$ cat config.mk
export PLATFORM = sky130hd
export DESIGN_NAME = bpu_top
export DESIGN_NICKNAME = d
export VERILOG_FILES = /design/src/hw/bpu_pkg.sv /design/src/hw/bpu_upd_if.sv /design/src/hw/btb_lookup_if.sv /design/src/hw/bpu_top.sv /design/src/hw/branch_target_buffer.sv /design/src/hw/next_pc_logic.sv /design/src/hw/pattern_history_table.sv
export SDC_FILE = /design/constraint.sdc
export NUM_CORES = 2
export LEC_CHECK = 0
export ABC_AREA = 1
export BUFFER_PORTS_ARGS = -buffer_cell sky130_fd_sc_hd__buf_2
export CORE_MARGIN = 4
export CORE_UTILIZATION = 55
export DETAILED_ROUTE_END_ITERATION = 8
export PLACE_DENSITY = 0.73
export SKIP_LAST_GASP = 1
export SYNTH_ARGS = -nofsm -noshare
export SYNTH_HDL_FRONTEND = slang
export SYNTH_SLANG_ARGS = --single-unit
$ cat constraint.sdc
create_clock -name clk -period 2.5 [get_ports clk]
set_input_delay 0.5 -clock clk [delete_from_list [all_inputs] [get_ports clk]]
set_output_delay 0.5 -clock clk [all_outputs]
set_load 0.01 [all_outputs]
$ cat src/hw/bpu_pkg.sv
// Shared widths, branch types and counter encoding for the fetch branch predictor
`default_nettype none

package bpu_pkg;

  // ==================================================
  // Address types
  // ==================================================

  // Full byte address
  typedef logic [31:0] addr_t;

  // Word address, pc bits 31 to 2
  typedef logic [29:0] word_addr_t;

  // Bytes per fetch block, two 32-bit slots
  localparam int unsigned FETCH_BYTES = 8;

  // ==================================================
  // Branch classification
  // ==================================================

  // Kind of control transfer stored per BTB entry
  typedef enum logic [1:0] {
    BR_NONE = 2'b00,
    BR_COND = 2'b01,
    BR_JUMP = 2'b10
  } br_type_e;

  // One bit per fetch slot, bit 0 is the lower word
  typedef logic [1:0] slot_mask_t;

  // ==================================================
  // Direction counters
  // ==================================================

  // 2-bit saturating counter, msb set means taken
  typedef logic [1:0] ctr_t;

  // Weakly not-taken
  localparam ctr_t CTR_RESET = 2'b01;

endpackage

`default_nettype wire

$ cat src/hw/bpu_upd_if.sv
// Backend update bus carrying resolved branch outcomes into the predictor tables
`default_nettype none

interface bpu_upd_if;

  // Update strobe, no backpressure
  logic                 valid;
  // Byte address of the resolved branch
  bpu_pkg::addr_t       pc;
  // Resolved target address
  bpu_pkg::addr_t       target;
  // Branch kind, BR_NONE invalidates the BTB entry
  bpu_pkg::br_type_e    br_type;
  // Resolved direction
  logic                 taken;

  // Driver side, fed from the top-level ports
  modport src (
    output valid, pc, target, br_type
  , output taken
  );

  // BTB needs no direction
  modport btb_snk (
    input valid, pc, target, br_type
  );

  // PHT needs no target
  modport pht_snk (
    input valid, pc, br_type, taken
  );

endinterface

`default_nettype wire

$ cat src/hw/btb_lookup_if.sv
// BTB lookup channel between the next-PC logic and the target buffer
`default_nettype none

interface btb_lookup_if;

  // Read address, the PC of the next fetch block
  bpu_pkg::addr_t       rd_pc;

  // Per-slot results, valid one cycle after rd_pc
  // Tag match with a live entry
  bpu_pkg::slot_mask_t  hit;
  // Stored branch kind per slot
  bpu_pkg::br_type_e    br_type [2];
  // Stored target per slot, word granular
  bpu_pkg::word_addr_t  target  [2];

  // Next-PC side issues the address and consumes results
  modport req (
    output rd_pc,
    input  hit,
    input  br_type,
    input  target
  );

  // BTB side
  modport rsp (
    input  rd_pc,
    output hit,
    output br_type,
    output target
  );

endinterface

`default_nettype wire

$ cat src/hw/bpu_top.sv
// Fetch branch predictor top level joining BTB, PHT and next-PC logic
`default_nettype none

module bpu_top #(
  parameter int unsigned    BTB_IDX_W = 4,
  parameter int unsigned    PHT_IDX_W = 5,
  parameter bpu_pkg::addr_t RESET_PC  = 32'h1c00_0000
) (
  input  logic                 clk,
  input  logic                 rst_n,
  // Backend update
  input  logic                 upd_valid_i,
  input  bpu_pkg::addr_t       upd_pc_i,
  input  bpu_pkg::addr_t       upd_target_i,
  input  bpu_pkg::br_type_e    upd_br_type_i,
  input  logic                 upd_taken_i,
  // Backend redirect
  input  logic                 redirect_i,
  input  bpu_pkg::addr_t       redirect_target_i,
  // Fetch response
  input  logic                 fetch_ready_i,
  output logic                 fetch_valid_o,
  output bpu_pkg::addr_t       fetch_pc_o,
  output bpu_pkg::addr_t       fetch_npc_o,
  output bpu_pkg::slot_mask_t  slot_valid_o,
  output logic                 taken_o,
  output logic                 br_slot_o
);

  // ==================================================
  // Buses
  // ==================================================

  bpu_upd_if     upd_bus ();
  btb_lookup_if  lkp_bus ();

  bpu_pkg::addr_t       rd_pc;
  bpu_pkg::slot_mask_t  pred_taken;

  // Update ports onto the shared bus
  assign upd_bus.valid   = upd_valid_i;
  assign upd_bus.pc      = upd_pc_i;
  assign upd_bus.target  = upd_target_i;
  assign upd_bus.br_type = upd_br_type_i;
  assign upd_bus.taken   = upd_taken_i;

  // ==================================================
  // Blocks
  // ==================================================

  branch_target_buffer #(
    .BTB_IDX_W (BTB_IDX_W)
  ) u_btb (
    .clk   (clk),
    .rst_n (rst_n),
    .upd   (upd_bus.btb_snk),
    .lkp   (lkp_bus.rsp)
  );

  pattern_history_table #(
    .PHT_IDX_W (PHT_IDX_W)
  ) u_pht (
    .clk          (clk),
    .rst_n        (rst_n),
    .upd          (upd_bus.pht_snk),
    .rd_pc_i      (rd_pc),
    .pred_taken_o (pred_taken)
  );

  next_pc_logic #(
    .RESET_PC (RESET_PC)
  ) u_npc (
    .clk               (clk),
    .rst_n             (rst_n),
    .redirect_i        (redirect_i),
    .redirect_target_i (redirect_target_i),
    .fetch_ready_i     (fetch_ready_i),
    .lkp               (lkp_bus.req),
    .pred_taken_i      (pred_taken),
    .rd_pc_o           (rd_pc),
    .fetch_valid_o     (fetch_valid_o),
    .fetch_pc_o        (fetch_pc_o),
    .fetch_npc_o       (fetch_npc_o),
    .slot_valid_o      (slot_valid_o),
    .taken_o           (taken_o),
    .br_slot_o         (br_slot_o)
  );

endmodule

`default_nettype wire

$ cat src/hw/branch_target_buffer.sv
// Direct-mapped two-bank branch target buffer with tag compare and synchronous read
`default_nettype none

module branch_target_buffer #(
  parameter int unsigned BTB_IDX_W = 4
) (
  input  logic          clk,
  input  logic          rst_n,
  bpu_upd_if.btb_snk    upd,
  btb_lookup_if.rsp     lkp
);

  // Entries per bank
  localparam int unsigned DEPTH = 1 << BTB_IDX_W;
  // Tag covers pc bits above the index and the slot bit
  localparam int unsigned TAG_W = 29 - BTB_IDX_W;

  typedef logic [TAG_W-1:0]     tag_t;
  typedef logic [BTB_IDX_W-1:0] idx_t;

  // ==================================================
  // Entry storage
  // ==================================================

  logic                 ent_valid [2][DEPTH];
  tag_t                 ent_tag   [2][DEPTH];
  bpu_pkg::br_type_e    ent_type  [2][DEPTH];
  bpu_pkg::word_addr_t  ent_tgt   [2][DEPTH];

  // Write address split
  logic  wr_bank;
  idx_t  wr_idx;
  tag_t  wr_tag;

  // Read address split, same index for both banks
  idx_t  rd_idx;
  tag_t  rd_tag;

  // pc[2] picks the slot bank
  assign wr_bank = upd.pc[2];
  assign wr_idx  = upd.pc[BTB_IDX_W+2:3];
  assign wr_tag  = upd.pc[31:BTB_IDX_W+3];

  assign rd_idx  = lkp.rd_pc[BTB_IDX_W+2:3];
  assign rd_tag  = lkp.rd_pc[31:BTB_IDX_W+3];

  // Valid bits, every entry empty out of reset
  always_ff @(posedge clk or negedge rst_n) begin
    if (!rst_n) begin
      for (int b = 0; b < 2; b++) begin
        for (int i = 0; i < DEPTH; i++) begin
          ent_valid[b][i] <= 1'b0;
        end
      end
    end else if (upd.valid) begin
      // BR_NONE drops the entry
      ent_valid[wr_bank][wr_idx] <= (upd.br_type != bpu_pkg::BR_NONE);
    end
  end

  // Entry payload
  always_ff @(posedge clk) begin
    if (upd.valid) begin
      ent_tag[wr_bank][wr_idx]  <= wr_tag;
      ent_type[wr_bank][wr_idx] <= upd.br_type;
      ent_tgt[wr_bank][wr_idx]  <= upd.target[31:2];
    end
  end

  // ==================================================
  // Synchronous read
  // ==================================================

  logic                 q_valid [2];
  tag_t                 q_tag   [2];
  bpu_pkg::br_type_e    q_type  [2];
  bpu_pkg::word_addr_t  q_tgt   [2];
  // Tag of the looked-up block
  tag_t                 q_req_tag;

  // Old contents win over a same-cycle write
  always_ff @(posedge clk or negedge rst_n) begin
    if (!rst_n) begin
      q_valid[0] <= 1'b0;
      q_valid[1] <= 1'b0;
    end else begin
      q_valid[0] <= ent_valid[0][rd_idx];
      q_valid[1] <= ent_valid[1][rd_idx];
    end
  end

  always_ff @(posedge clk) begin
    q_req_tag <= rd_tag;
    for (int b = 0; b < 2; b++) begin
      q_tag[b]  <= ent_tag[b][rd_idx];
      q_type[b] <= ent_type[b][rd_idx];
      q_tgt[b]  <= ent_tgt[b][rd_idx];
    end
  end

  // Tag compare after the read register
  always_comb begin
    for (int b = 0; b < 2; b++) begin
      lkp.hit[b]     = q_valid[b] && (q_tag[b] == q_req_tag);
      lkp.br_type[b] = q_type[b];
      lkp.target[b]  = q_tgt[b];
    end
  end

endmodule

`default_nettype wire

$ cat src/hw/next_pc_logic.sv
// PC register, fetch handshake and next-PC prediction from BTB and PHT results
`default_nettype none

module next_pc_logic #(
  parameter bpu_pkg::addr_t RESET_PC = 32'h1c00_0000
) (
  input  logic                 clk,
  input  logic                 rst_n,
  // Backend redirect, always accepted
  input  logic                 redirect_i,
  input  bpu_pkg::addr_t       redirect_target_i,
  // Fetch consumer
  input  logic                 fetch_ready_i,
  // Table results for the current pc
  btb_lookup_if.req            lkp,
  input  bpu_pkg::slot_mask_t  pred_taken_i,
  // Table read address
  output bpu_pkg::addr_t       rd_pc_o,
  // Fetch response
  output logic                 fetch_valid_o,
  output bpu_pkg::addr_t       fetch_pc_o,
  output bpu_pkg::addr_t       fetch_npc_o,
  output bpu_pkg::slot_mask_t  slot_valid_o,
  output logic                 taken_o,
  output logic                 br_slot_o
);

  // Clears the offset inside a fetch block
  localparam bpu_pkg::addr_t BLK_MASK = ~bpu_pkg::addr_t'(bpu_pkg::FETCH_BYTES - 1);

  bpu_pkg::addr_t       pc_q;
  bpu_pkg::addr_t       npc;
  bpu_pkg::addr_t       pred_npc;
  bpu_pkg::addr_t       seq_npc;
  logic                 primed_q;
  logic                 fire;
  logic                 slot0_v;
  logic                 slot1_v;
  logic                 tk0;
  logic                 tk1;
  logic                 pred_tk [2];

  // ==================================================
  // Prediction combine
  // ==================================================

  // Per-slot direction from branch type and counter
  always_comb begin
    for (int s = 0; s < 2; s++) begin
      pred_tk[s] = lkp.hit[s] &&
                   ((lkp.br_type[s] == bpu_pkg::BR_JUMP) ||
                    ((lkp.br_type[s] == bpu_pkg::BR_COND) && pred_taken_i[s]));
    end
  end

  // Odd-word pc skips slot 0
  assign slot0_v = ~pc_q[2];
  assign tk0     = slot0_v & pred_tk[0];
  // Taken slot 0 shadows slot 1
  assign slot1_v = ~tk0;
  assign tk1     = slot1_v & pred_tk[1];

  // Fall-through is the following block
  assign seq_npc = (pc_q & BLK_MASK) + bpu_pkg::addr_t'(bpu_pkg::FETCH_BYTES);

  // First taken slot wins
  always_comb begin
    if (tk0) begin
      pred_npc = {lkp.target[0], 2'b00};
    end else if (tk1) begin
      pred_npc = {lkp.target[1], 2'b00};
    end else begin
      pred_npc = seq_npc;
    end
  end

  // ==================================================
  // PC register and handshake
  // ==================================================

  // Low for one cycle after reset while the tables load
  assign fetch_valid_o = primed_q;
  assign fire          = fetch_valid_o & fetch_ready_i;

  // Redirect first, then accepted prediction, else hold
  always_comb begin
    if (redirect_i) begin
      npc = redirect_target_i;
    end else if (fire) begin
      npc = pred_npc;
    end else begin
      npc = pc_q;
    end
  end

  always_ff @(posedge clk or negedge rst_n) begin
    if (!rst_n) begin
      pc_q     <= RESET_PC;
      primed_q <= 1'b0;
    end else begin
      pc_q     <= npc;
      primed_q <= 1'b1;
    end
  end

  // Tables read at the next pc so results line up with pc_q
  assign lkp.rd_pc = npc;
  assign rd_pc_o   = npc;

  // Response
  assign fetch_pc_o   = pc_q;
  assign fetch_npc_o  = pred_npc;
  assign slot_valid_o = {slot1_v, slot0_v};
  assign taken_o      = tk0 | tk1;
  // Slot 1 only when it is the taken one
  assign br_slot_o    = tk1;

endmodule

`default_nettype wire

$ cat src/hw/pattern_history_table.sv
// Two-bank table of 2-bit saturating direction counters with synchronous read
`default_nettype none

module pattern_history_table #(
  parameter int unsigned PHT_IDX_W = 5
) (
  input  logic                 clk,
  input  logic                 rst_n,
  bpu_upd_if.pht_snk           upd,
  input  bpu_pkg::addr_t       rd_pc_i,
  output bpu_pkg::slot_mask_t  pred_taken_o
);

  // Counters per bank
  localparam int unsigned DEPTH = 1 << PHT_IDX_W;

  // ==================================================
  // Counter training
  // ==================================================

  bpu_pkg::ctr_t         ctr [2][DEPTH];

  logic                  train;
  logic                  wr_bank;
  logic [PHT_IDX_W-1:0]  wr_idx;
  logic [PHT_IDX_W-1:0]  rd_idx;
  bpu_pkg::ctr_t         cur_ctr;
  bpu_pkg::ctr_t         nxt_ctr;

  // Only conditional branches train
  assign train   = upd.valid && (upd.br_type == bpu_pkg::BR_COND);
  assign wr_bank = upd.pc[2];
  assign wr_idx  = upd.pc[PHT_IDX_W+2:3];
  assign rd_idx  = rd_pc_i[PHT_IDX_W+2:3];
  assign cur_ctr = ctr[wr_bank][wr_idx];

  // Saturate at 00 and 11
  always_comb begin
    nxt_ctr = cur_ctr;
    if (upd.taken) begin
      if (cur_ctr != 2'b11) begin
        nxt_ctr = bpu_pkg::ctr_t'(cur_ctr + 2'd1);
      end
    end else if (cur_ctr != 2'b00) begin
      nxt_ctr = bpu_pkg::ctr_t'(cur_ctr - 2'd1);
    end
  end

  always_ff @(posedge clk or negedge rst_n) begin
    if (!rst_n) begin
      for (int b = 0; b < 2; b++) begin
        for (int i = 0; i < DEPTH; i++) begin
          ctr[b][i] <= bpu_pkg::CTR_RESET;
        end
      end
    end else if (train) begin
      ctr[wr_bank][wr_idx] <= nxt_ctr;
    end
  end

  // ==================================================
  // Synchronous read
  // ==================================================

  bpu_pkg::slot_mask_t  pred_q;

  // Counter msb only, read before a same-cycle train
  always_ff @(posedge clk or negedge rst_n) begin
    if (!rst_n) begin
      pred_q <= '0;
    end else begin
      pred_q[0] <= ctr[0][rd_idx][1];
      pred_q[1] <= ctr[1][rd_idx][1];
    end
  end

  assign pred_taken_o = pred_q;

endmodule

`default_nettype wire

== Yosys cells after proc, flatten, opt, wreduce, memory -nomap -nowiden ==
Memories as Yosys holds them, arrays and structs flattened.
Index checks and enable logic that the tools add are counted.

* Bits in registers: 222
* Latch bits: 0
* RAM bits: 1938
* ROM bits: 0
* Input bits: 104
* Memories: 6

* Add/sub/neg operators: 3
* $mul: 0
* Div/mod/pow operators: 0
* Order comparisons: 8
* Equality and inequality tests: 8
* Shifts and indexed selects: 0
* Mux-type cells: 63
* Bitwise logic cells: 11
* Reductions and logical operators: 15

{| class="wikitable"
|+ Memory list
! name !! depth !! bits a word !! read ports !! clocked after Yosys merged registers in !! write ports !! RTL line !! source
|-
| u_btb.ent_tgt || 2 || 480 || 2 || 0 || 1 || branch_target_buffer.sv:28 || <nowiki>bpu_pkg::word_addr_t ent_tgt [2][DEPTH];</nowiki>
|-
| u_btb.ent_tag || 2 || 400 || 2 || 0 || 1 || branch_target_buffer.sv:26 || <nowiki>tag_t ent_tag [2][DEPTH];</nowiki>
|-
| u_btb.ent_type || 2 || 32 || 2 || 0 || 1 || branch_target_buffer.sv:27 || <nowiki>bpu_pkg::br_type_e ent_type [2][DEPTH];</nowiki>
|-
| u_btb.q_tgt || 2 || 30 || 2 || 0 || 2 || branch_target_buffer.sv:77 || <nowiki>bpu_pkg::word_addr_t q_tgt [2];</nowiki>
|-
| u_btb.q_tag || 2 || 25 || 2 || 0 || 2 || branch_target_buffer.sv:75 || <nowiki>tag_t q_tag [2];</nowiki>
|-
| u_btb.q_type || 2 || 2 || 2 || 0 || 2 || branch_target_buffer.sv:76 || <nowiki>bpu_pkg::br_type_e q_type [2];</nowiki>
|}

{| class="wikitable"
|+ Operator list
! kind !! number
|-
| $mux 480 || 1
|-
| $mux 400 || 1
|-
| $mux 64 || 4
|-
| $bmux 30 s4 || 2
|-
| $bmux 25 s4 || 2
|-
| $mux 32 || 5
|-
| $mux 30 || 5
|-
| $bwmux 128 || 1
|-
| $mux 25 || 5
|-
| $demux 30 s4 || 1
|-
| $demux 25 s4 || 1
|-
| $demux 64 s1 || 1
|-
| $eq 25x25->1 || 2
|-
| $add 32x4->32 const B || 1
|-
| $bwmux 32 || 1
|-
| $bmux 2 s5 || 3
|-
| $mux 2 || 15
|-
| $bmux 2 s4 || 2
|-
| $demux 16 s1 || 1
|-
| $mux 16 || 1
|-
| $ge 6x6->1 const B || 2
|-
| $not 5->6 || 2
|-
| $demux 2 s5 || 1
|-
| $ge 5x5->1 const B || 2
|-
| other kinds (21) || 46
|}

== Longest topological paths before layout ==
* Depth after elaboration: 15
* Mapped depth: 23
* Depth with buffers taken out: 21

== Cells and area by module ==
From an unflattened synthesis, not the netlist that was laid out.

* Cells, all modules: 8322
* Area total of the unflattened synthesis: 89983.8 sq um

{| class="wikitable"
|+ By module, submodules not included
! module !! times used !! cells each !! area an instance (sq um) !! sequential area each (sq um)
|-
| branch_target_buffer || 1 || 6462 || 78415.2 || 58406.0
|-
| pattern_history_table || 1 || 1251 || 8159.1 || 3333.2
|-
| next_pc_logic || 1 || 609 || 3409.5 || 829.5
|}

== Worst setup path after synthesis ==
OpenSTA, ideal clock, no wires.

* Path type: input -> register
* Start point: in upd_pc_i[2]
* End point: reg u_btb.ent_valid[11] (netlist bit)
* Library setup time: 0.107 ns
* Arrival time: 4.393 ns
* Required time: 2.393 ns
* Setup slack: -2.000 ns
* Cell stages on the path: 8
* Path buffers: 4
* Cell sequence: buf_2 -> clkbuf_1 -> buf_2 -> nand2_1 -> clkbuf_1 -> nor2_1 -> o21ai_0 -> o21ai_0

* Cells in the longest elaborated chain, start to end: 6
* Elaborated cells on any way between the ends: 7
* Those cells by class: order compare: 2; mux: 3; bitwise: 1; reduce/logical: 1

{| class="wikitable"
|+ RTL lines
! element !! RTL line !! source
|-
| start: declaration || bpu_top.sv:13 || <nowiki>input bpu_pkg::addr_t upd_pc_i,</nowiki>
|-
| $not 1->2 (*) || branch_target_buffer.sv:57 || <nowiki>ent_valid[wr_bank][wr_idx] <= (upd.br_type != bpu_pkg::BR_NONE);</nowiki>
|-
| $ge 2x2->1 (implied by the code) / $lt 2x1->1 (equally long branches) || branch_target_buffer.sv:57 ||
|-
| $logic_and 1x1->1 (implied by the code) || branch_target_buffer.sv:57 ||
|-
| $mux 16 (implied by the code) || branch_target_buffer.sv:57 ||
|-
| $demux 16 s1 (*) || branch_target_buffer.sv:57 ||
|-
| $bwmux 32 (*) || branch_target_buffer.sv:57 ||
|-
| end signal: indexed assignment || branch_target_buffer.sv:57 ||
|-
| end: declaration || branch_target_buffer.sv:25 || <nowiki>logic ent_valid [2][DEPTH];</nowiki>
|}

Every way passes the cells marked *; elsewhere a longest branch is shown, timed or not.
A chain may end at the register's enable or synchronous reset.

== Worst setup path in the final report ==
* Start point: reg u_npc.pc_q[4] (netlist: u_npc.fetch_pc_o[4])
* End point: out fetch_npc_o[31]

* Cells in the longest elaborated chain, start to end: 3

{| class="wikitable"
|+ RTL lines
! element !! RTL line !! source
|-
| start: declaration || next_pc_logic.sv:31 || <nowiki>bpu_pkg::addr_t pc_q;</nowiki>
|-
| start signal: assignment || next_pc_logic.sv:101 || <nowiki>pc_q <= npc;</nowiki>
|-
| $add 32x4->32 || next_pc_logic.sv:64 || <nowiki>assign seq_npc = (pc_q & BLK_MASK) + bpu_pkg::addr_t'(bpu_pkg::FETCH_BYTES);</nowiki>
|-
| $mux 32 || next_pc_logic.sv:70 || <nowiki>end else if (tk1) begin</nowiki>
|-
| $mux 32 || next_pc_logic.sv:68 || <nowiki>if (tk0) begin</nowiki>
|-
| end: declaration || bpu_top.sv:24 || <nowiki>output bpu_pkg::addr_t fetch_npc_o,</nowiki>
|}

No other way between the ends.

==> results.toml <==
[outcome]
status = "finished with violations"
failed_checks = "setup timing"

[critical_path]
worstSetupEndpointType = "output pin"
timing.critical_path.slowest_cell_delay_ns = 0.37
r2r-end = "u_btb.q_tgt[0][55]$_DFF_P_"
critical_path_cell_with_the_highest_stage_delay = "sky130_fd_sc_hd__dfrtp_1"
startpoint_type = "register"
critical_path.max_fanout = 3
setup.reg_to_reg.worst_slack_ns = -0.97
critical_path.most_common_cell = "sky130_fd_sc_hd__nand2_2"
worstPathRequired_ns = 2.00
worstReg2RegStart = "u_btb.q_tag[0][7]$_DFF_P_"
worst-setup-path-type = "register to output pin"
crit_path_cell_trace = "ha_2 -> nand2_2 -> nor2_4 -> nand3_2 -> buf_6 -> nor3_4 -> nand2_2 -> nor3_4 -> nand2_2 -> nor2_4 -> nand4_1 -> xor2_2 -> nand2_2 -> nand3_2 -> buf_6 -> buf_6"
depth_of_the_worst_register_to_register_path = 24
cp_data_arrival_time_ns = 3.58

[finish]
drive_above_1_share = 0.221
layout.cells.non_filler = 10600
layout_common_cells = "sky130_fd_sc_hd__edfxtp_1 (1824), sky130_fd_sc_hd__nand2_1 (1024), sky130_fd_sc_hd__o211ai_1 (978), sky130_fd_sc_hd__nor2_1 (645), sky130_fd_sc_hd__inv_1 (644)"
layout.cells.most_common = "sky130_fd_sc_hd__edfxtp_1"
area_growth_syn_to_layout_pct = 26.6
final_layout_fill_cell_count = 9831
nNetsFinal = 8332

[drt]
via_count = 67200
routed_via_density = 6.36
drt_first_iter_violations = 12300
routed_wirelength_um = 305000
route.antenna.remaining_nets = 0
avgRoutedWirePerCell_um = 28.9
detail_route.drc_violations = 0
first_pass_iters = 9

[sta]
clock.fmax_mhz = 245
slew_headroom = 0.594
tns_ns = -152.49
min_tclk_post_route_ns = 4.08
hold_slack_ns = 0.0322
rsz0062_at_grt = "yes"
finalWorstSetupSlack_ns = -1.58
maxSlewViolCount = 0
period_share = 1.63
timing_worst_slew_pin_value_ns = 0.609
setup_viol = 203
final.setup_skew_ns = 0.0733
finalHoldViolations = 0

[global_route]
antenna_found_initial = 24
grt_met3_usage = 0.101
grt_util_all_layers = 0.337
grt_pass1_vias = 62800
grt_first_pass_wirelength_um = 416000
globalRouteOverflowTotal = 0
globalRouteMet1Util = 0.458
top_usage_layer = "met2"
pin_count_of_the_biggest_net_entering_global_routing = 88
met2_usage_in_global_routing = 0.497

[clock_network]
cts-root-to-sink-buffers = 3
cts_tree = "done"
clkSlewWorstSetupHoldPaths_ns = 0.07
clk_latency_ns = 0.88
clock_sink_count = 2160
ctsRootBufferMaster = "sky130_fd_sc_hd__clkbuf_16"
tritoncts.num_buffers = 209
h-tree-depth = 4

[placement]
hpwl_um = 173000
gp_congestion = 0.953
buffer_ports.inserted = 166
numPlacedInstances = 9888

[worst_hold_path]
hold-path-cell-count = 4
worst_hold_endpoint = "u_npc.fetch_pc_o[21]$_DFF_PN0_"
hold_start = "redirect_target_i[21]"
hp-class = "primary input to register"

[power_and_ir_drop]
share_comb_of_total_power = 0.159
internal-power_w = 0.0649
cellPowerDensity_nw_per_um2 = 789
leakage_nw = 41.4
power.share.switching = 0.265
seq_power_share = 0.469
clock_power_share = 0.372
power.net_switching_w = 0.0233
vdd_drop_max_mv = 0.753

[synth]
netlist.area_leader.share = 0.620
ys_warn_count = 0
netlist.top_cell.by_area = "sky130_fd_sc_hd__edfxtp_1"
synth_seq_cells = 2160
synth_cells = 7354
ys.flop_type = "sky130_fd_sc_hd__edfxtp_1"
synth.cell_area_um2 = 88400
cells_taking_the_most_area_after_synthesis = "sky130_fd_sc_hd__edfxtp_1 (62%), sky130_fd_sc_hd__o211ai_1 (8.3%), sky130_fd_sc_hd__nand2_1 (4.7%), sky130_fd_sc_hd__dfrtp_1 (3.7%), sky130_fd_sc_hd__dfxtp_1 (3.1%)"
post_synth.cell_area_avg_um2 = 12.0
share_of_flip_flops_with_an_asynchronous_set_or_reset_after_synthesis = 0.0912
synth_edf_count = 1824
synth_cell_types = 59
synth-seq-area-share = 0.708

[die]
io-pin-count = 173
die_width_um = 409
initial_cell_density_of_the_core = 0.555
die_height_um = 409
std_cell_rows = 146
die_footprint_um2 = 167000
coreArea_um2 = 159000

[flow_run]
timing.max_cap.violations = 0
## flip-flops by register name (all words and copies together), names as in the netlist
register             cells
u_btb.q_req_tag         25
u_btb.q_valid            2
u_btb.q_tag             50
u_btb.ent_tgt          960
u_btb.q_type             4
u_btb.ent_tag          800
u_pht.pred_taken_o       2
u_btb.ent_type          64
u_pht.ctr              128
u_btb.ent_valid         32
u_npc.fetch_valid_o      1
u_btb.q_tgt             60
u_npc.fetch_pc_o        32
## synthesized netlist by cell type, drive strengths merged, types with 5 or more instances
| cell | count |
|---|---|
| o211ai | 982 |
| nor2 | 715 |
| nand3 | 360 |
| xor2 | 23 |
| a41oi | 5 |
| o22ai | 15 |
| o21ai | 581 |
| dfrtp | 130 |
| clkbuf | 148 |
| buf | 322 |
| o21a | 13 |
| clkinv | 7 |
| inv | 687 |
| nand2 | 1109 |
| nand3b | 11 |
| nand4 | 17 |
| a21oi | 153 |
| dfstp | 67 |
| nor3 | 10 |
| edfxtp | 1824 |
| dfxtp | 139 |
| xnor2 | 9 |
## area by class of cell
type	count	area [um^2]	share of cell area
diodes	16	40.0	0.000358
clock buffers	290	5830	0.0521
clock inverters	105	1310	0.0117
inverters	694	2700	0.0241
multi-input cells	4032	22300	0.199
flip-flops and latches	2160	62700	0.560
well taps	2146	2690	0.0240
repair buffers	1128	14300	0.128
repair inverters	2	46.3	0.000414
## per-layer routing
| metal | share of wire | up-vias |
|---|---|---|
| met5 | 0.00030 | - |
| met4 | 0.061 | 14 |
| met3 | 0.16 | 1163 |
| met2 | 0.44 | 5697 |
| met1 | 0.35 | 32200 |
| li1 | - | 28100 |
## worst max-delay path: cells and delay by family (launching register included)
family	cells	cell delay [ns]
buf+inv	3	0.42
fa+ha+maj	1	0.20
xor+xnor	1	0.25
flops	1	0.37
simple gates	11	1.46
## power groups by stage
stage | combinational (W) | sequential, W | clock, W
2_1_floorplan | 0.00573 | 0.0415 | 0
3_3_place_gp | 0.0105 | 0.0419 | 0
3_5_place_dp | 0.0107 | 0.0419 | 0
4_1_cts | 0.0123 | 0.0413 | 0.0326
5_1_grt | 0.0147 | 0.0414 | 0.0344
6_report | 0.0141 | 0.0414 | 0.0328
## repair_timing
item,in CTS,in global routing
endpoints found under the setup margin,205,205
gates resized for setup,374,395
pin swaps,141,306
setup buffers,92,98
hold buffers,16,0
cloned,51,46
hold endpoints to repair,77,0
## cells by family (layout without fill, tap and decap cells)
kind of cell               after synthesis  in the layout  synth area share
AOI/OAI and AO/OA                     1762           1762             0.129
DFF                                   2160           2160             0.708
adders and majority gates                1              1          0.000142
other                                    2             19         0.0000850
xor gates and xnor gates                32             32           0.00317
buffers and inverters                 1164           2219            0.0567
and+or+nand+nor                       2233           2234             0.103
## how the worst max path moves through the flow
stage / from / endpoint / slack (ns) / cells past startpoint
2_1_floorplan: upd_pc_i[2] / u_btb.ent_tag[0][50]$_DFFE_PP_ / -0.06 / 7
3_3_place_gp: u_npc.fetch_pc_o[3]$_DFF_PN0_ / fetch_npc_o[31] / -0.76 / 16
3_5_place_dp: u_npc.fetch_pc_o[3]$_DFF_PN0_ / fetch_npc_o[31] / -0.83 / 16
4_1_cts: u_npc.fetch_pc_o[3]$_DFF_PN0_ / fetch_npc_o[31] / -1.53 / 16
5_1_grt: u_npc.fetch_pc_o[4]$_DFF_PN0_ / fetch_npc_o[31] / -1.66 / 16
6_report: u_npc.fetch_pc_o[4]$_DFF_PN0_ / fetch_npc_o[31] / -1.58 / 16
## metrics by stage
step,utilization,worst slack (ns),power [W],instance area [um^2]
after global routing,0.703,-1.66,0.0905,112000
after floorplan,-,-0.0580,0.0472,88700
final,0.703,-1.58,0.0882,112000
after detailed placement,0.617,-0.835,0.0526,98100
after global placement,0.617,-0.759,0.0524,98100
after CTS,0.686,-1.53,0.0861,109000
(Power assumes the default switching activity.)
